### src/source/lsu_cfg_pkg.sv
// Data, address, byte-enable and ROB tag widths with their vector types
`default_nettype none

package lsu_cfg_pkg;

  // Data word and physical address
  localparam int unsigned XLEN = 32;
  localparam int unsigned PLEN = 32;

  // Byte lanes within one word
  localparam int unsigned BE_W = XLEN / 8;
  localparam int unsigned OFF_W = 2;

  // Reorder-buffer tag
  localparam int unsigned ROB_W = 6;

  typedef logic [XLEN-1:0] xlen_t;
  typedef logic [PLEN-1:0] addr_t;
  typedef logic [BE_W-1:0] be_t;
  typedef logic [ROB_W-1:0] rob_tag_t;

endpackage

`default_nettype wire

### src/source/lsu_op_pkg.sv
// Memory operation codes, byte masks, store alignment and load extraction
`default_nettype none

package lsu_op_pkg;
  import lsu_cfg_pkg::*;

  typedef enum logic [3:0] {LB, LBU, LH, LHU, LW, SB, SH, SW} mem_op_e;

  function automatic logic is_store_op(input mem_op_e op);
    return op inside {SB, SH, SW};
  endfunction

  // Upper bytes fall off the word end
  function automatic be_t span_be(input be_t width, input logic [OFF_W-1:0] off);
    return width << off;
  endfunction

  function automatic be_t load_be(input mem_op_e op, input logic [OFF_W-1:0] off);
    case (op)
      LB, LBU: return span_be(4'b0001, off);
      LH, LHU: return span_be(4'b0011, off);
      LW:      return span_be(4'b1111, off);
      default: return '0;
    endcase
  endfunction

  function automatic be_t store_be(input mem_op_e op, input logic [OFF_W-1:0] off);
    case (op)
      SB:      return span_be(4'b0001, off);
      SH:      return span_be(4'b0011, off);
      SW:      return span_be(4'b1111, off);
      default: return '0;
    endcase
  endfunction

  function automatic xlen_t align_store(input mem_op_e op, input xlen_t data,
                                        input logic [OFF_W-1:0] off);
    xlen_t mask;
    be_t be;
    be = store_be(op, off);
    for (int b = 0; b < BE_W; b++) begin
      mask[8*b+:8] = {8{be[b]}};
    end
    return (data << (8 * off)) & mask;
  endfunction

  function automatic xlen_t extract_load(input mem_op_e op, input xlen_t word,
                                         input logic [OFF_W-1:0] off);
    xlen_t sh;
    sh = word >> (8 * off);
    case (op)
      LB:      return {{(XLEN - 8){sh[7]}}, sh[7:0]};
      LBU:     return {{(XLEN - 8){1'b0}}, sh[7:0]};
      LH:      return {{(XLEN - 16){sh[15]}}, sh[15:0]};
      LHU:     return {{(XLEN - 16){1'b0}}, sh[15:0]};
      default: return sh;
    endcase
  endfunction

endpackage

`default_nettype wire

### src/source/sq_port_if.sv
// Store-queue allocation and forwarding signals with agu, ctrl and queue modports
`timescale 1ns/1ps
`default_nettype none

interface sq_port_if
  import lsu_cfg_pkg::*;
();

  // Request side, from the address unit
  addr_t word_addr;
  xlen_t store_data;
  be_t   store_be;
  be_t   load_be;

  // Qualifiers from the allocator
  logic  alloc_valid;
  logic  fwd_valid;

  // Queue answers
  logic  full;
  logic  fwd_hit;
  xlen_t fwd_data;

  modport agu(output word_addr, store_data, store_be, load_be);
  modport ctrl(output alloc_valid, fwd_valid, input full);
  modport queue(
    input word_addr, store_data, store_be, load_be, alloc_valid, fwd_valid,
    output full, fwd_hit, fwd_data
  );

endinterface

`default_nettype wire

### src/source/lsu_agu.sv
// Address unit with effective address, word address, byte masks and aligned store data
`timescale 1ns/1ps
`default_nettype none

module lsu_agu
  import lsu_cfg_pkg::*;
  import lsu_op_pkg::*;
(
  input  xlen_t   req_base_i,
  input  xlen_t   req_imm_i,
  input  xlen_t   req_data_i,
  input  mem_op_e req_op_i,
  sq_port_if.agu  sq
);

  xlen_t            eff_addr;
  logic [OFF_W-1:0] offset;

  assign eff_addr = req_base_i + req_imm_i;
  assign offset = eff_addr[OFF_W-1:0];

  // Queue entries and forwarding compare on whole words
  assign sq.word_addr = {eff_addr[PLEN-1:OFF_W], {OFF_W{1'b0}}};

  assign sq.store_be = store_be(req_op_i, offset);
  assign sq.load_be = load_be(req_op_i, offset);
  assign sq.store_data = align_store(req_op_i, req_data_i, offset);

endmodule

`default_nettype wire

### src/source/store_queue.sv
// Circular store queue with youngest-match forwarding and head drain
`timescale 1ns/1ps
`default_nettype none

module store_queue
  import lsu_cfg_pkg::*;
#(
  parameter int unsigned SQ_DEPTH = 8
) (
  input  logic     clk_i,
  input  logic     rst_ni,
  input  logic     flush_i,
  sq_port_if.queue sq,
  input  logic     commit_i,
  output logic     drain_valid_o,
  output addr_t    drain_addr_o,
  output xlen_t    drain_data_o,
  output be_t      drain_be_o
);

  localparam int unsigned PTR_W = (SQ_DEPTH > 1) ? $clog2(SQ_DEPTH) : 1;

  typedef logic [PTR_W-1:0] ptr_t;
  typedef logic [PTR_W:0] cnt_t;

  addr_t addr_q[SQ_DEPTH];
  xlen_t data_q[SQ_DEPTH];
  be_t   be_q[SQ_DEPTH];
  ptr_t  head_q;
  ptr_t  tail_q;
  cnt_t  count_q;

  logic  match_found;
  be_t   match_be;
  xlen_t match_data;

  // ====================================================================
  // Pointers and occupancy
  // ====================================================================
  always_ff @(posedge clk_i or negedge rst_ni) begin
    if (!rst_ni) begin
      head_q <= '0;
      tail_q <= '0;
      count_q <= '0;
    end else if (flush_i) begin
      head_q <= '0;
      tail_q <= '0;
      count_q <= '0;
    end else begin
      if (sq.alloc_valid) begin
        tail_q <= tail_q + 1'b1;
      end
      if (commit_i) begin
        head_q <= head_q + 1'b1;
      end
      count_q <= count_q + cnt_t'(sq.alloc_valid) - cnt_t'(commit_i);
    end
  end

  always_ff @(posedge clk_i) begin
    if (sq.alloc_valid) begin
      addr_q[tail_q] <= sq.word_addr;
      data_q[tail_q] <= sq.store_data;
      be_q[tail_q] <= sq.store_be;
    end
  end

  assign sq.full = (count_q == cnt_t'(SQ_DEPTH));

  // ====================================================================
  // Forwarding search
  // ====================================================================
  // Walks oldest to youngest so the last match is the youngest
  always_comb begin
    ptr_t idx;
    match_found = 1'b0;
    match_be = '0;
    match_data = '0;
    for (int i = 0; i < SQ_DEPTH; i++) begin
      idx = head_q + ptr_t'(i);
      if ({1'b0, ptr_t'(i)} < count_q && addr_q[idx] == sq.word_addr) begin
        match_found = 1'b1;
        match_be = be_q[idx];
        match_data = data_q[idx];
      end
    end
  end

  // Partial overlap with the youngest match counts as a miss
  assign sq.fwd_hit = sq.fwd_valid && match_found && ((match_be & sq.load_be) == sq.load_be);
  assign sq.fwd_data = match_data;

  assign drain_valid_o = (count_q != '0);
  assign drain_addr_o = addr_q[head_q];
  assign drain_data_o = data_q[head_q];
  assign drain_be_o = be_q[head_q];

  a_commit_not_empty : assert property (@(posedge clk_i) disable iff (!rst_ni)
    commit_i |-> drain_valid_o);

  a_alloc_not_full : assert property (@(posedge clk_i) disable iff (!rst_ni)
    sq.alloc_valid |-> !sq.full);

endmodule

`default_nettype wire

### src/source/lsu_lane.sv
// Load/store lane FSM holding one micro-op until writeback
`timescale 1ns/1ps
`default_nettype none

module lsu_lane
  import lsu_cfg_pkg::*;
  import lsu_op_pkg::*;
(
  input  logic     clk_i,
  input  logic     rst_ni,
  input  logic     flush_i,
  input  logic     start_i,
  input  mem_op_e  req_op_i,
  input  rob_tag_t req_tag_i,
  input  addr_t    req_addr_i,
  input  logic     fwd_hit_i,
  input  xlen_t    fwd_data_i,
  output logic     busy_o,
  output logic     cache_req_o,
  output addr_t    cache_addr_o,
  input  logic     cache_gnt_i,
  input  logic     rsp_valid_i,
  input  xlen_t    rsp_data_i,
  input  logic     rsp_err_i,
  output logic     wb_valid_o,
  output rob_tag_t wb_tag_o,
  output xlen_t    wb_data_o,
  output logic     wb_exception_o,
  input  logic     wb_gnt_i
);

  typedef enum logic [1:0] {IDLE, MEM_REQ, MEM_WAIT, WRITEBACK} lane_state_e;

  lane_state_e state_q;
  lane_state_e state_d;
  mem_op_e     op_q;
  rob_tag_t    tag_q;
  addr_t       addr_q;
  xlen_t       data_q;
  logic        exc_q;

  always_comb begin
    state_d = state_q;
    case (state_q)
      IDLE: begin
        if (start_i) begin
          // Stores and forwarded loads skip the cache
          state_d = (is_store_op(req_op_i) || fwd_hit_i) ? WRITEBACK : MEM_REQ;
        end
      end
      MEM_REQ: begin
        if (cache_gnt_i) begin
          state_d = MEM_WAIT;
        end
      end
      MEM_WAIT: begin
        if (rsp_valid_i) begin
          state_d = WRITEBACK;
        end
      end
      default: begin
        if (wb_gnt_i) begin
          state_d = IDLE;
        end
      end
    endcase
    if (flush_i) begin
      state_d = IDLE;
    end
  end

  always_ff @(posedge clk_i or negedge rst_ni) begin
    if (!rst_ni) begin
      state_q <= IDLE;
    end else begin
      state_q <= state_d;
    end
  end

  always_ff @(posedge clk_i) begin
    if (start_i) begin
      op_q <= req_op_i;
      tag_q <= req_tag_i;
      addr_q <= req_addr_i;
      exc_q <= 1'b0;
      data_q <= is_store_op(req_op_i) ? '0 :
                extract_load(req_op_i, fwd_data_i, req_addr_i[OFF_W-1:0]);
    end else if (rsp_valid_i) begin
      exc_q <= rsp_err_i;
      data_q <= rsp_err_i ? '0 : extract_load(op_q, rsp_data_i, addr_q[OFF_W-1:0]);
    end
  end

  assign busy_o = (state_q != IDLE);
  assign cache_req_o = (state_q == MEM_REQ);
  assign cache_addr_o = addr_q;
  assign wb_valid_o = (state_q == WRITEBACK);
  assign wb_tag_o = tag_q;
  assign wb_data_o = data_q;
  assign wb_exception_o = exc_q;

  a_start_idle : assert property (@(posedge clk_i) disable iff (!rst_ni)
    start_i |-> state_q == IDLE);

endmodule

`default_nettype wire

### src/source/lsu_ctrl.sv
// Lane allocator, cache-port and writeback arbiters, response routing
`timescale 1ns/1ps
`default_nettype none

module lsu_ctrl
  import lsu_op_pkg::*;
#(
  parameter int unsigned N_LSU     = 2,
  parameter int unsigned LANE_ID_W = 1
) (
  input  logic                 req_valid_i,
  input  mem_op_e              req_op_i,
  output logic                 req_ready_o,
  sq_port_if.ctrl              sq,
  input  logic [N_LSU-1:0]     lane_busy_i,
  input  logic [N_LSU-1:0]     lane_cache_req_i,
  input  logic [N_LSU-1:0]     lane_wb_valid_i,
  output logic [N_LSU-1:0]     lane_start_o,
  output logic [N_LSU-1:0]     lane_cache_gnt_o,
  output logic [N_LSU-1:0]     lane_rsp_valid_o,
  output logic [N_LSU-1:0]     lane_wb_gnt_o,
  input  logic                 ld_req_ready_i,
  input  logic                 ld_rsp_valid_i,
  input  logic [LANE_ID_W-1:0] ld_rsp_id_i,
  output logic                 ld_req_valid_o,
  output logic [LANE_ID_W-1:0] ld_req_sel_o,
  output logic [LANE_ID_W-1:0] ld_req_id_o,
  output logic                 ld_rsp_ready_o,
  output logic                 wb_valid_o,
  output logic [LANE_ID_W-1:0] wb_sel_o
);

  logic [N_LSU-1:0]     lane_waiting;
  logic [LANE_ID_W-1:0] free_sel;
  logic                 is_store;
  logic                 ld_block;
  logic                 wb_block;
  logic                 accept;

  // Fixed priority, lowest index wins
  function automatic logic [LANE_ID_W-1:0] lowest_index(input logic [N_LSU-1:0] vec);
    logic [LANE_ID_W-1:0] idx;
    idx = '0;
    for (int i = N_LSU - 1; i >= 0; i--) begin
      if (vec[i]) begin
        idx = LANE_ID_W'(i);
      end
    end
    return idx;
  endfunction

  assign lane_waiting = lane_busy_i & ~lane_cache_req_i & ~lane_wb_valid_i;
  assign free_sel = lowest_index(~lane_busy_i);
  assign ld_req_valid_o = |lane_cache_req_i;
  assign ld_req_sel_o = lowest_index(lane_cache_req_i);
  assign ld_req_id_o = ld_req_sel_o;
  assign wb_valid_o = |lane_wb_valid_i;
  assign wb_sel_o = lowest_index(lane_wb_valid_i);

  // A lower lane must not overtake a presented request or writeback
  assign ld_block = ld_req_valid_o && !ld_req_ready_i && (free_sel < ld_req_sel_o);
  assign wb_block = wb_valid_o && (free_sel < wb_sel_o);

  assign is_store = is_store_op(req_op_i);
  assign req_ready_o = !(&lane_busy_i) && !wb_block && (is_store ? !sq.full : !ld_block);
  assign accept = req_valid_i && req_ready_o;
  assign sq.alloc_valid = accept && is_store;
  assign sq.fwd_valid = accept && !is_store;

  assign ld_rsp_ready_o = lane_waiting[ld_rsp_id_i] && !(wb_valid_o && ld_rsp_id_i < wb_sel_o);

  always_comb begin
    lane_start_o = '0;
    lane_cache_gnt_o = '0;
    lane_rsp_valid_o = '0;
    lane_wb_gnt_o = '0;
    lane_start_o[free_sel] = accept;
    lane_cache_gnt_o[ld_req_sel_o] = ld_req_valid_o && ld_req_ready_i;
    lane_rsp_valid_o[ld_rsp_id_i] = ld_rsp_valid_i && ld_rsp_ready_o;
    lane_wb_gnt_o[wb_sel_o] = wb_valid_o;
  end

endmodule

`default_nettype wire

### src/source/lsu_group_top.sv
// Load/store unit group top with address unit, store queue, control and lane array
`timescale 1ns/1ps
`default_nettype none

module lsu_group_top
  import lsu_cfg_pkg::*;
  import lsu_op_pkg::*;
#(
  parameter int unsigned N_LSU     = 2,
  parameter int unsigned SQ_DEPTH  = 8,
  localparam int unsigned LANE_ID_W = (N_LSU > 1) ? $clog2(N_LSU) : 1
) (
  input  logic                 clk_i,
  input  logic                 rst_ni,
  input  logic                 flush_i,
  input  logic                 req_valid_i,
  output logic                 req_ready_o,
  input  mem_op_e              req_op_i,
  input  xlen_t                req_base_i,
  input  xlen_t                req_imm_i,
  input  xlen_t                req_data_i,
  input  rob_tag_t             req_tag_i,
  output logic                 ld_req_valid_o,
  input  logic                 ld_req_ready_i,
  output addr_t                ld_req_addr_o,
  output logic [LANE_ID_W-1:0] ld_req_id_o,
  input  logic                 ld_rsp_valid_i,
  input  logic [LANE_ID_W-1:0] ld_rsp_id_i,
  input  xlen_t                ld_rsp_data_i,
  input  logic                 ld_rsp_err_i,
  output logic                 ld_rsp_ready_o,
  output logic                 wb_valid_o,
  input  logic                 wb_ready_i,
  output rob_tag_t             wb_tag_o,
  output xlen_t                wb_data_o,
  output logic                 wb_exception_o,
  output logic                 drain_valid_o,
  output addr_t                drain_addr_o,
  output xlen_t                drain_data_o,
  output be_t                  drain_be_o,
  input  logic                 commit_i
);

  logic [N_LSU-1:0]     lane_busy;
  logic [N_LSU-1:0]     lane_cache_req;
  logic [N_LSU-1:0]     lane_wb_valid;
  logic [N_LSU-1:0]     lane_start;
  logic [N_LSU-1:0]     lane_cache_gnt;
  logic [N_LSU-1:0]     lane_rsp_valid;
  logic [N_LSU-1:0]     lane_wb_gnt;
  logic [N_LSU-1:0]     lane_wb_exc;
  addr_t                lane_cache_addr[N_LSU];
  rob_tag_t             lane_wb_tag[N_LSU];
  xlen_t                lane_wb_data[N_LSU];
  logic [LANE_ID_W-1:0] ld_req_sel;
  logic [LANE_ID_W-1:0] wb_sel;
  be_t                  req_be;
  logic [OFF_W-1:0]     req_off;
  addr_t                req_addr;

  sq_port_if sq ();

  lsu_agu u_agu (
    .req_base_i,
    .req_imm_i,
    .req_data_i,
    .req_op_i,
    .sq
  );

  store_queue #(
    .SQ_DEPTH(SQ_DEPTH)
  ) u_sq (
    .clk_i,
    .rst_ni,
    .flush_i,
    .sq,
    .commit_i,
    .drain_valid_o,
    .drain_addr_o,
    .drain_data_o,
    .drain_be_o
  );

  lsu_ctrl #(
    .N_LSU(N_LSU),
    .LANE_ID_W(LANE_ID_W)
  ) u_ctrl (
    .req_valid_i,
    .req_op_i,
    .req_ready_o,
    .sq,
    .lane_busy_i(lane_busy),
    .lane_cache_req_i(lane_cache_req),
    .lane_wb_valid_i(lane_wb_valid),
    .lane_start_o(lane_start),
    .lane_cache_gnt_o(lane_cache_gnt),
    .lane_rsp_valid_o(lane_rsp_valid),
    .lane_wb_gnt_o(lane_wb_gnt),
    .ld_req_ready_i,
    .ld_rsp_valid_i,
    .ld_rsp_id_i,
    .ld_req_valid_o,
    .ld_req_sel_o(ld_req_sel),
    .ld_req_id_o,
    .ld_rsp_ready_o,
    .wb_valid_o,
    .wb_sel_o(wb_sel)
  );

  // Byte offset recovered from the first enabled byte of either mask
  assign req_be = sq.load_be | sq.store_be;

  always_comb begin
    req_off = '0;
    for (int b = BE_W - 1; b >= 0; b--) begin
      if (req_be[b]) begin
        req_off = OFF_W'(b);
      end
    end
  end

  assign req_addr = {sq.word_addr[PLEN-1:OFF_W], req_off};

  // ====================================================================
  // Lane array
  // ====================================================================
  for (genvar i = 0; i < N_LSU; i++) begin : g_lane
    lsu_lane u_lane (
      .clk_i,
      .rst_ni,
      .flush_i,
      .start_i(lane_start[i]),
      .req_op_i,
      .req_tag_i,
      .req_addr_i(req_addr),
      .fwd_hit_i(sq.fwd_hit),
      .fwd_data_i(sq.fwd_data),
      .busy_o(lane_busy[i]),
      .cache_req_o(lane_cache_req[i]),
      .cache_addr_o(lane_cache_addr[i]),
      .cache_gnt_i(lane_cache_gnt[i]),
      .rsp_valid_i(lane_rsp_valid[i]),
      .rsp_data_i(ld_rsp_data_i),
      .rsp_err_i(ld_rsp_err_i),
      .wb_valid_o(lane_wb_valid[i]),
      .wb_tag_o(lane_wb_tag[i]),
      .wb_data_o(lane_wb_data[i]),
      .wb_exception_o(lane_wb_exc[i]),
      .wb_gnt_i(lane_wb_gnt[i] && wb_ready_i)
    );
  end

  // Steering for the selected lanes
  assign ld_req_addr_o = lane_cache_addr[ld_req_sel];
  assign wb_tag_o = lane_wb_tag[wb_sel];
  assign wb_data_o = lane_wb_data[wb_sel];
  assign wb_exception_o = lane_wb_exc[wb_sel];

  a_wb_hold : assert property (@(posedge clk_i) disable iff (!rst_ni || flush_i)
    wb_valid_o && !wb_ready_i |=> wb_valid_o && $stable(wb_tag_o) && $stable(wb_data_o));

  a_ld_req_hold : assert property (@(posedge clk_i) disable iff (!rst_ni || flush_i)
    ld_req_valid_o && !ld_req_ready_i |=> ld_req_valid_o && $stable(ld_req_addr_o)
      && $stable(ld_req_id_o));

endmodule

`default_nettype wire

### config.mk
export PLATFORM = sky130hd
export DESIGN_NAME = lsu_group_top
export DESIGN_NICKNAME = d
export VERILOG_FILES = /design/src/source/lsu_cfg_pkg.sv /design/src/source/lsu_op_pkg.sv /design/src/source/sq_port_if.sv /design/src/source/lsu_agu.sv /design/src/source/store_queue.sv /design/src/source/lsu_lane.sv /design/src/source/lsu_ctrl.sv /design/src/source/lsu_group_top.sv
export SDC_FILE = /design/constraint.sdc
export NUM_CORES = 2
export LEC_CHECK = 0
export BUFFER_PORTS_ARGS = -buffer_cell sky130_fd_sc_hd__buf_2
export CORE_UTILIZATION = 56
export DETAILED_ROUTE_END_ITERATION = 7
export PLACE_DENSITY = 0.74
export SLEW_MARGIN = 20
export SYNTH_ARGS = -nofsm -noshare
export SYNTH_HDL_FRONTEND = slang
export SYNTH_SLANG_ARGS = --single-unit
### constraint.sdc
create_clock -name clk_i -period 8.6 [get_ports clk_i]
set_input_delay 1.72 -clock clk_i [delete_from_list [all_inputs] [get_ports clk_i]]
set_output_delay 1.72 -clock clk_i [all_outputs]
set_load 0.1 [all_outputs]
# Word-level counts from Yosys, hierarchy flattened
# Memories as Yosys holds them, arrays and structs flattened.
# Cells that the tools add are included.
# classes
add_sub_neg,11
shift,7
reduce_logical,58
order_cmp,21
n_eq_ne,35
bitwise,14
mux,88
# ops
cell,count
$mux 32,21
$pmux 32 s4,3
$eq 32x32->1,8
$shr 32x5->32,3
$mux 4,9
$add 32x32->32,1
$and 32x32->32,1
$shl 32x5->32,1
$mux 2,15
$logic_and 1x1->1,28
$mux 1,25
$eq 4x2->1 const B,6
$pmux 4 s3,2
$mux 6,3
$ne 3x3->1 const B,6
$eq 4x3->1 const B,4
$lt 3x4->1 const A,4
$add 3x3->3 const B,4
$and 2x2->2,6
$eq 4x1->1 const B,3
$logic_not 4->1,3
$mux 3,4
$pmux 2 s3,2
$reduce_bool 2->1,6
other kinds (31),66
# word_totals
in_bits,148
out_inout_bits,145
wordCells,252
ram_bits,528
reg_bits,164
memories,3
# mem_list
memory,depth,width,read_ports,rd_clocked_by_memory_dff,wr,line,text
u_sq.data_q,8,32,8,0,1,store_queue.sv:27,xlen_t data_q[SQ_DEPTH];
u_sq.addr_q,8,30,8,0,1,store_queue.sv:26,addr_t addr_q[SQ_DEPTH];
u_sq.be_q,8,4,8,0,1,store_queue.sv:28,be_t be_q[SQ_DEPTH];

# Logic depth before layout (Yosys ltp)
# depth
depth_word,19
ltp_mapped,38
depth_no_buf,20

# Modules after synthesis
# Synthesis repeated with hierarchy kept, for this count alone.
# hier_totals
cells_unflattened,4684
area_unflattened_um2,55773.5
# by_module_without_submodules
mod,instances,cells_per_inst,seq_area_each_um2,area_each_um2
store_queue,1,3482,16585.9,43613.1
lsu_lane,2,339,2292.2,4181.5
lsu_agu,1,402,0.0,2625.0
lsu_group_top,1,87,0.0,964.7
lsu_ctrl,1,35,0.0,207.7

# Least setup slack after synthesis
# No wires, ideal clock.
# synth_timing
kind,input to register
from,input port req_op_i[1]
to,memory u_sq.addr_q[0][0] in the netlist's numbering (enable)
required_ns,8.029
n_path_buf,1
setup_ns,0.571
slack_ns,-1.600
stages,11
arrival_ns,9.629
path_cell_list,clkbuf_1 nor2_1 or2_2 nand3_1 nand3_1 a32oi_1 nand2_1 nor2_1 inv_1 or2_2 nor3_1
# synth_between
elab_chain_len,8
word_cells_on_any_way,10
classes_between,3 x eq/ne; 3 x mux; 4 x reduce/logical
# synth_lines
item,line,text
from (decl),lsu_group_top.sv:18,"input mem_op_e req_op_i,"
$eq 4x3->1,lsu_op_pkg.sv:10,"return op inside {SB, SH, SW};"
$reduce_bool 3->1 *,lsu_op_pkg.sv:10,
$mux 1 *,lsu_ctrl.sv:65,assign req_ready_o = !(&lane_busy_i) && !wb_block && (is_store ? !sq.full : !ld_block);
$logic_and 1x1->1 *,lsu_ctrl.sv:65,
via req_ready_o,lsu_group_top.sv:17,"output logic req_ready_o,"
$logic_and 1x1->1 *,lsu_ctrl.sv:66,assign accept = req_valid_i && req_ready_o;
$logic_and 1x1->1 *,lsu_ctrl.sv:67,assign sq.alloc_valid = accept && is_store;
$mux 1 *,store_queue.sv:61,if (sq.alloc_valid) begin
$mux 1 (implied by the code) *,store_queue.sv:62,addr_q[tail_q] <= sq.word_addr;
to (decl),store_queue.sv:26,
# The timed path passes the listed nets; every way through them passes the cells marked *.

# Worst setup path after layout
# layout_timing
from,input port req_imm_i[0]
to,register g_lane[1].u_lane.data_q[12] (data pin)
# layout_between
elab_chain_len,15
word_cells_on_any_way,39
classes_between,1 x add/sub; 8 x eq/ne; 4 x shift; 17 x mux; 1 x bitwise; 8 x reduce/logical
# layout_lines
item,line,text
from (decl),lsu_group_top.sv:20,"input xlen_t req_imm_i,"
$add 32x32->32 *,lsu_agu.sv:19,assign eff_addr = req_base_i + req_imm_i;
$eq 32x32->1,store_queue.sv:81,"if ({1'b0, ptr_t'(i)} < count_q && addr_q[idx] == sq.word_addr) begin"
$logic_and 1x1->1,store_queue.sv:81,
$mux 32 (8 in a row),store_queue.sv:81,
$shr 32x5->32 *,lsu_op_pkg.sv:50,sh = word >> (8 * off);
$pmux 32 s4 *,lsu_op_pkg.sv:51,case (op)
$mux 32 *,lsu_lane.sv:86,data_q <= is_store_op(req_op_i) ? '0 :
$mux 32 *,lsu_lane.sv:81,if (start_i) begin
to (signal assigned),lsu_lane.sv:86,
to (signal assigned),lsu_lane.sv:90,"data_q <= rsp_err_i ? '0 : extract_load(op_q, rsp_data_i, addr_q[OFF_W-1:0]);"
to (decl),lsu_lane.sv:39,xlen_t data_q;
# Every way passes the cells marked *; elsewhere a longest branch is shown, timed or not.
# A chain may end at the register's enable or synchronous reset.

==> results.rst <==
.. list-table::
   :header-rows: 1

   * - Metric
     - Value
   * - Max_cap viols
     - 0
   * - Highest clock rate
     - 120 MHz
   * - Violated checks
     - design-rule violations
   * - Arrival @ worst endpoint
     - 8700 ps
   * - Critical path launch point type
     - input port
   * - TritonCTS clock tree
     - done
   * - Slew of the pin with the lowest slew margin
     - 1250 ps
   * - Routed wire per std cell
     - 34.1 µm
   * - Detailed route wirelength on metal3
     - 35,300 µm
   * - Post-route fraction of the period consumed by the critical path
     - 96.5%
   * - Clk network pwr share
     - 23.2%
   * - Instance count after placement with tap cells included
     - 6,288
   * - Clock edge transition at the registers on the reported setup and hold paths
     - 60 ps
   * - Vias in the first global route
     - 44,400
   * - Portion of synthesized cell area occupied by the leading cell type
     - 35.7%
   * - Library cell occupying the most area in the post-synthesis netlist
     - sky130_fd_sc_hd__edfxtp_1
   * - Total negative slack for setup checks
     - 0 ps
   * - Sort of element at the end of the critical path
     - flop
   * - CP dominant cell by count
     - sky130_fd_sc_hd__buf_4
   * - Share of power burned in combinational logic
     - 47.8%
   * - Die extent in x
     - 321 µm
   * - Internal power consumption
     - 0.00815 W
   * - Met2 wire len
     - 91,200 µm
   * - Overall Global Routing Usage
     - 42.0%
   * - Met1 routed wirelength after detailed routing
     - 82,600 µm
   * - CP max-delay cell
     - sky130_fd_sc_hd__or4b_1
   * - Number of search-and-repair iterations in the first detailed-routing pass
     - 8
   * - Run status
     - finished, violations left
   * - Worst flop-to-flop path endpoint
     - g_lane[1].u_lane.wb_data_o[12]$_DFFE_PP_
   * - Largest fanout on the critical path
     - 16
   * - # setup viols final
     - 0
   * - Post-synth EDFFs
     - 676
   * - TritonCTS buffer count
     - 79
   * - Wire length of the first global-routing pass
     - 312,000 µm
   * - End-of-flow core utilization
     - 62.8%
   * - Synth area leaders
     - sky130_fd_sc_hd__edfxtp_1, sky130_fd_sc_hd__mux4_2, sky130_fd_sc_hd__mux2i_1, sky130_fd_sc_hd__nand2_1, sky130_fd_sc_hd__xnor3_1
   * - Root buffer cell
     - sky130_fd_sc_hd__clkbuf_16
   * - Routed Wire Length
     - 219,000 µm
   * - Worst hold endpoint
     - g_lane[0].u_lane.wb_exception_o$_SDFFE_PP0P_
   * - Most common flop cell mapped by yosys
     - sky130_fd_sc_hd__edfxtp_1
   * - Worst slew margin relative to its limit
     - 15.6%
   * - FF-to-FF path depth
     - 20
   * - Clock network latency to the later pin of the worst-skew pair
     - 680 ps
   * - DIE AREA
     - 103,000 µm²
   * - Final Skew
     - 32.5 ps
   * - Drt drc
     - 4
   * - Ports placed on the boundary
     - 293
   * - Syn-to-layout area delta
     - 10.9%
   * - Fraction of final layout cells with drive strength greater than 1
     - 27.9%
   * - Number of buffers added for setup after CTS
     - 0
   * - Finished Layout Cells
     - 6,438
   * - Number of buffers on the longest clock path
     - 3
   * - Leakage component of the power
     - 22.8 nW
   * - RePlAce Congestion
     - 1.08
   * - Most frequent cells in the layout
     - sky130_fd_sc_hd__edfxtp_1, sky130_fd_sc_hd__nand2_1, sky130_fd_sc_hd__mux4_2
   * - Count of final max-slew check failures
     - 0
   * - Biggest cell delay along the critical path
     - 700 ps
   * - Family of cells with the greatest summed delay on the critical path
     - simple AND/OR/NAND/NOR gates
   * - Top layer in use
     - met5
   * - Unique masters post-synth
     - 123
   * - Final Hold Vio Count
     - 0
   * - Worst R2R Setup Slack
     - 920 ps
   * - Count of state elements after synthesis
     - 692
   * - CTS H-tree depth
     - 3
   * - Summed instance area of the synthesized netlist
     - 56,800 µm²
   * - Per-cell via count in the routed design
     - 7.53
   * - Post-layout nets
     - 5,216
   * - WHS Path Cells
     - 2
   * - Cell Pwr Density
     - 233 nW/µm²
   * - Buf/Inv on CP
     - 6
   * - Port buffer count
     - 290
   * - Core ar.
     - 100,000 µm²
   * - Async set-reset flop share out of synthesis
     - 2.02%
   * - Hold slack
     - 503 ps
   * - Post-Syn Area per Cell
     - 12.0 µm²
   * - Iteration-0 DRC Markers
     - 8,703
   * - Worst endpoint required time
     - 9000 ps
   * - Sequential share of the synthesized area
     - 36.4%
   * - Initial antenna violation count
     - 11
   * - Switching Share
     - 44.5%
   * - Number of instances in the synthesized netlist
     - 4,751
   * - Crit-path cells
     - buf_2, ha_2, inv_1, fa_1, nor2b_1, o22ai_1, buf_4, xor3_1, or4b_1, nor3_1, nand4_1, or4b_1, nor4_2, and2_1, buf_4, nand3_1, o31a_1, o221ai_1, o311ai_1, buf_4, mux2_2, a221oi_1, buf_4, o21ai_0
   * - Row count
     - 116
   * - Vertical die dimension
     - 321 µm
   * - Launch point of the worst hold path
     - g_lane[0].u_lane.wb_exception_o$_SDFFE_PP0P_
   * - Maximum number of pins on one net before global-route repair
     - 148
   * - Number of antenna-violating nets in the routed design
     - 0
   * - Hold_buf cts
     - 0
   * - Portion of total power attributed to sequential cells
     - 29.0%
   * - IR drop worst, VDD
     - 283 µV
   * - Most common cell after layout, fill and taps aside
     - sky130_fd_sc_hd__edfxtp_1
   * - PostCTS Resize Cnt
     - 0
   * - Ys Warns
     - 0
   * - Switching power total
     - 0.00653 W
   * - Via total after detailed routing
     - 48,500
   * - Post-route minimum period
     - 8300 ps
   * - Total global routing overflow
     - 0
   * - TritonCTS sink count
     - 692
   * - Final Total Pwr
     - 0.0147 W
   * - Worst min-delay path class
     - flop to flop
   * - Crit Reg-Reg Startpoint
     - u_sq.head_q[0]$_DFFE_PN0P_
   * - Initial Utilization
     - 56.7%
   * - Setup repair after global routing missed its margin
     - no
   * - Post-detail-place hpwl
     - 161,000 µm
   * - Setup Crit Path Kind
     - input port to flop
## worst reg2reg max path, cell delays in order (launching register included)
cell	delay, ps
sky130_fd_sc_hd__dfrtp_4	460
sky130_fd_sc_hd__buf_12	430
sky130_fd_sc_hd__buf_4	840
sky130_fd_sc_hd__mux4_2	630
sky130_fd_sc_hd__mux2i_1	260
sky130_fd_sc_hd__xnor3_1	290
sky130_fd_sc_hd__nor2b_1	150
sky130_fd_sc_hd__nand4_1	240
sky130_fd_sc_hd__or4b_1	700
sky130_fd_sc_hd__nor4_2	560
sky130_fd_sc_hd__and2_1	420
sky130_fd_sc_hd__buf_4	350
sky130_fd_sc_hd__nand3_1	140
sky130_fd_sc_hd__o31a_1	140
sky130_fd_sc_hd__o221ai_1	180
sky130_fd_sc_hd__o311ai_1	390
sky130_fd_sc_hd__buf_4	290
sky130_fd_sc_hd__mux2_2	250
sky130_fd_sc_hd__a221oi_1	380
sky130_fd_sc_hd__buf_4	190
sky130_fd_sc_hd__o21ai_0	100
## synth_stat cells (all sizes together), types with 23 or more instances
master	count
nand2b	29
xnor2	126
a211oi	57
o22ai	26
mux2	106
buf	226
nand4	69
nand3	91
a221oi	26
o21ai	144
and3	31
nor4	46
a2111oi	30
clkbuf	146
o211ai	58
nor2b	36
mux2i	398
nor3	64
xnor3	62
and2	41
nand2	619
ha	54
mux4	531
edfxtp	676
a21oi	198
o21a	32
or3	23
o2111ai	23
inv	84
xor2	60
nor2	239
## power groups by stage
stage	clock [W]	combinational, W	sequential (W)
global route	0.00353	0.00723	0.00428
CTS	0.00342	0.00685	0.00426
detailed placement	0	0.00681	0.00433
finish	0.00340	0.00701	0.00426
floorplan	0	0.00507	0.00428
global placement	0	0.00677	0.00431
## metal layers
layer,global-route usage (%),vias to the layer above
li1,-,19500
met1,59.9,23900
met2,58.4,4381
met3,14.6,641
met4,17.2,10
met5,0,-
## kinds of logic after synthesis
| logic type | count (synthesis) | share of synthesized area (%) |
|---|---|---|
| xor gates and xnor gates | 249 | 5.53 |
| DFF | 692 | 36.4 |
| other | 1 | 0.00660 |
| adders and majority gates | 56 | 1.26 |
| muxes | 1035 | 30.2 |
| AOI/OAI and AO/OA | 869 | 10.9 |
| buffers and inverters | 458 | 4.03 |
| and+or+nand+nor | 1391 | 11.7 |
## area by class of cell
class | count | area [µm²]
inverters | 86 | 328
fillers | 7713 | 37300
diodes | 10 | 25.0
flip-flops and latches | 692 | 20700
multi-input cells | 3602 | 34100
well taps | 1357 | 1700
clock inverters | 52 | 489
clock buffers | 88 | 2080
repair buffers | 551 | 3600
## state kept, by name, summed over array words and instances (netlist names)
name and count:
g_lane.u_lane.cache_addr_o 64, g_lane.u_lane.state_q 4, g_lane.u_lane.wb_data_o 64, g_lane.u_lane.wb_tag_o 12, u_sq.count_q 4, u_sq.data_q 256, u_sq.head_q 3, g_lane.u_lane.op_q 8
u_sq.tail_q 3, u_sq.addr_q 240, u_sq.be_q 32, g_lane.u_lane.wb_exception_o 2
## worst max path at each step
stage | from | cells after the start | to | slack [ps]
2_1_floorplan | u_sq.head_q[1]$_DFFE_PN0P_ | 35 | g_lane[0].u_lane.wb_data_o[16]$_DFFE_PP_ | 6
3_3_place_gp | req_imm_i[0] | 22 | g_lane[0].u_lane.wb_data_o[15]$_DFFE_PP_ | 80
3_5_place_dp | req_imm_i[0] | 24 | g_lane[1].u_lane.wb_data_o[12]$_DFFE_PP_ | 50
4_1_cts | req_imm_i[0] | 24 | g_lane[1].u_lane.wb_data_o[12]$_DFFE_PP_ | 750
5_1_grt | req_base_i[13] | 23 | g_lane[1].u_lane.wb_data_o[12]$_DFFE_PP_ | 430
6_report | req_imm_i[0] | 24 | g_lane[1].u_lane.wb_data_o[12]$_DFFE_PP_ | 300
## metrics by stage
stage                     setup WS, ps  cell area [µm²]
after global placement            81.1            60400
after floorplan                   5.73            56800
after CTS                          753            63000
after detailed placement          46.7            60400
after global routing               429            63000
final                              299            63000
No activity file was read; power rests on OpenSTA's default activity.
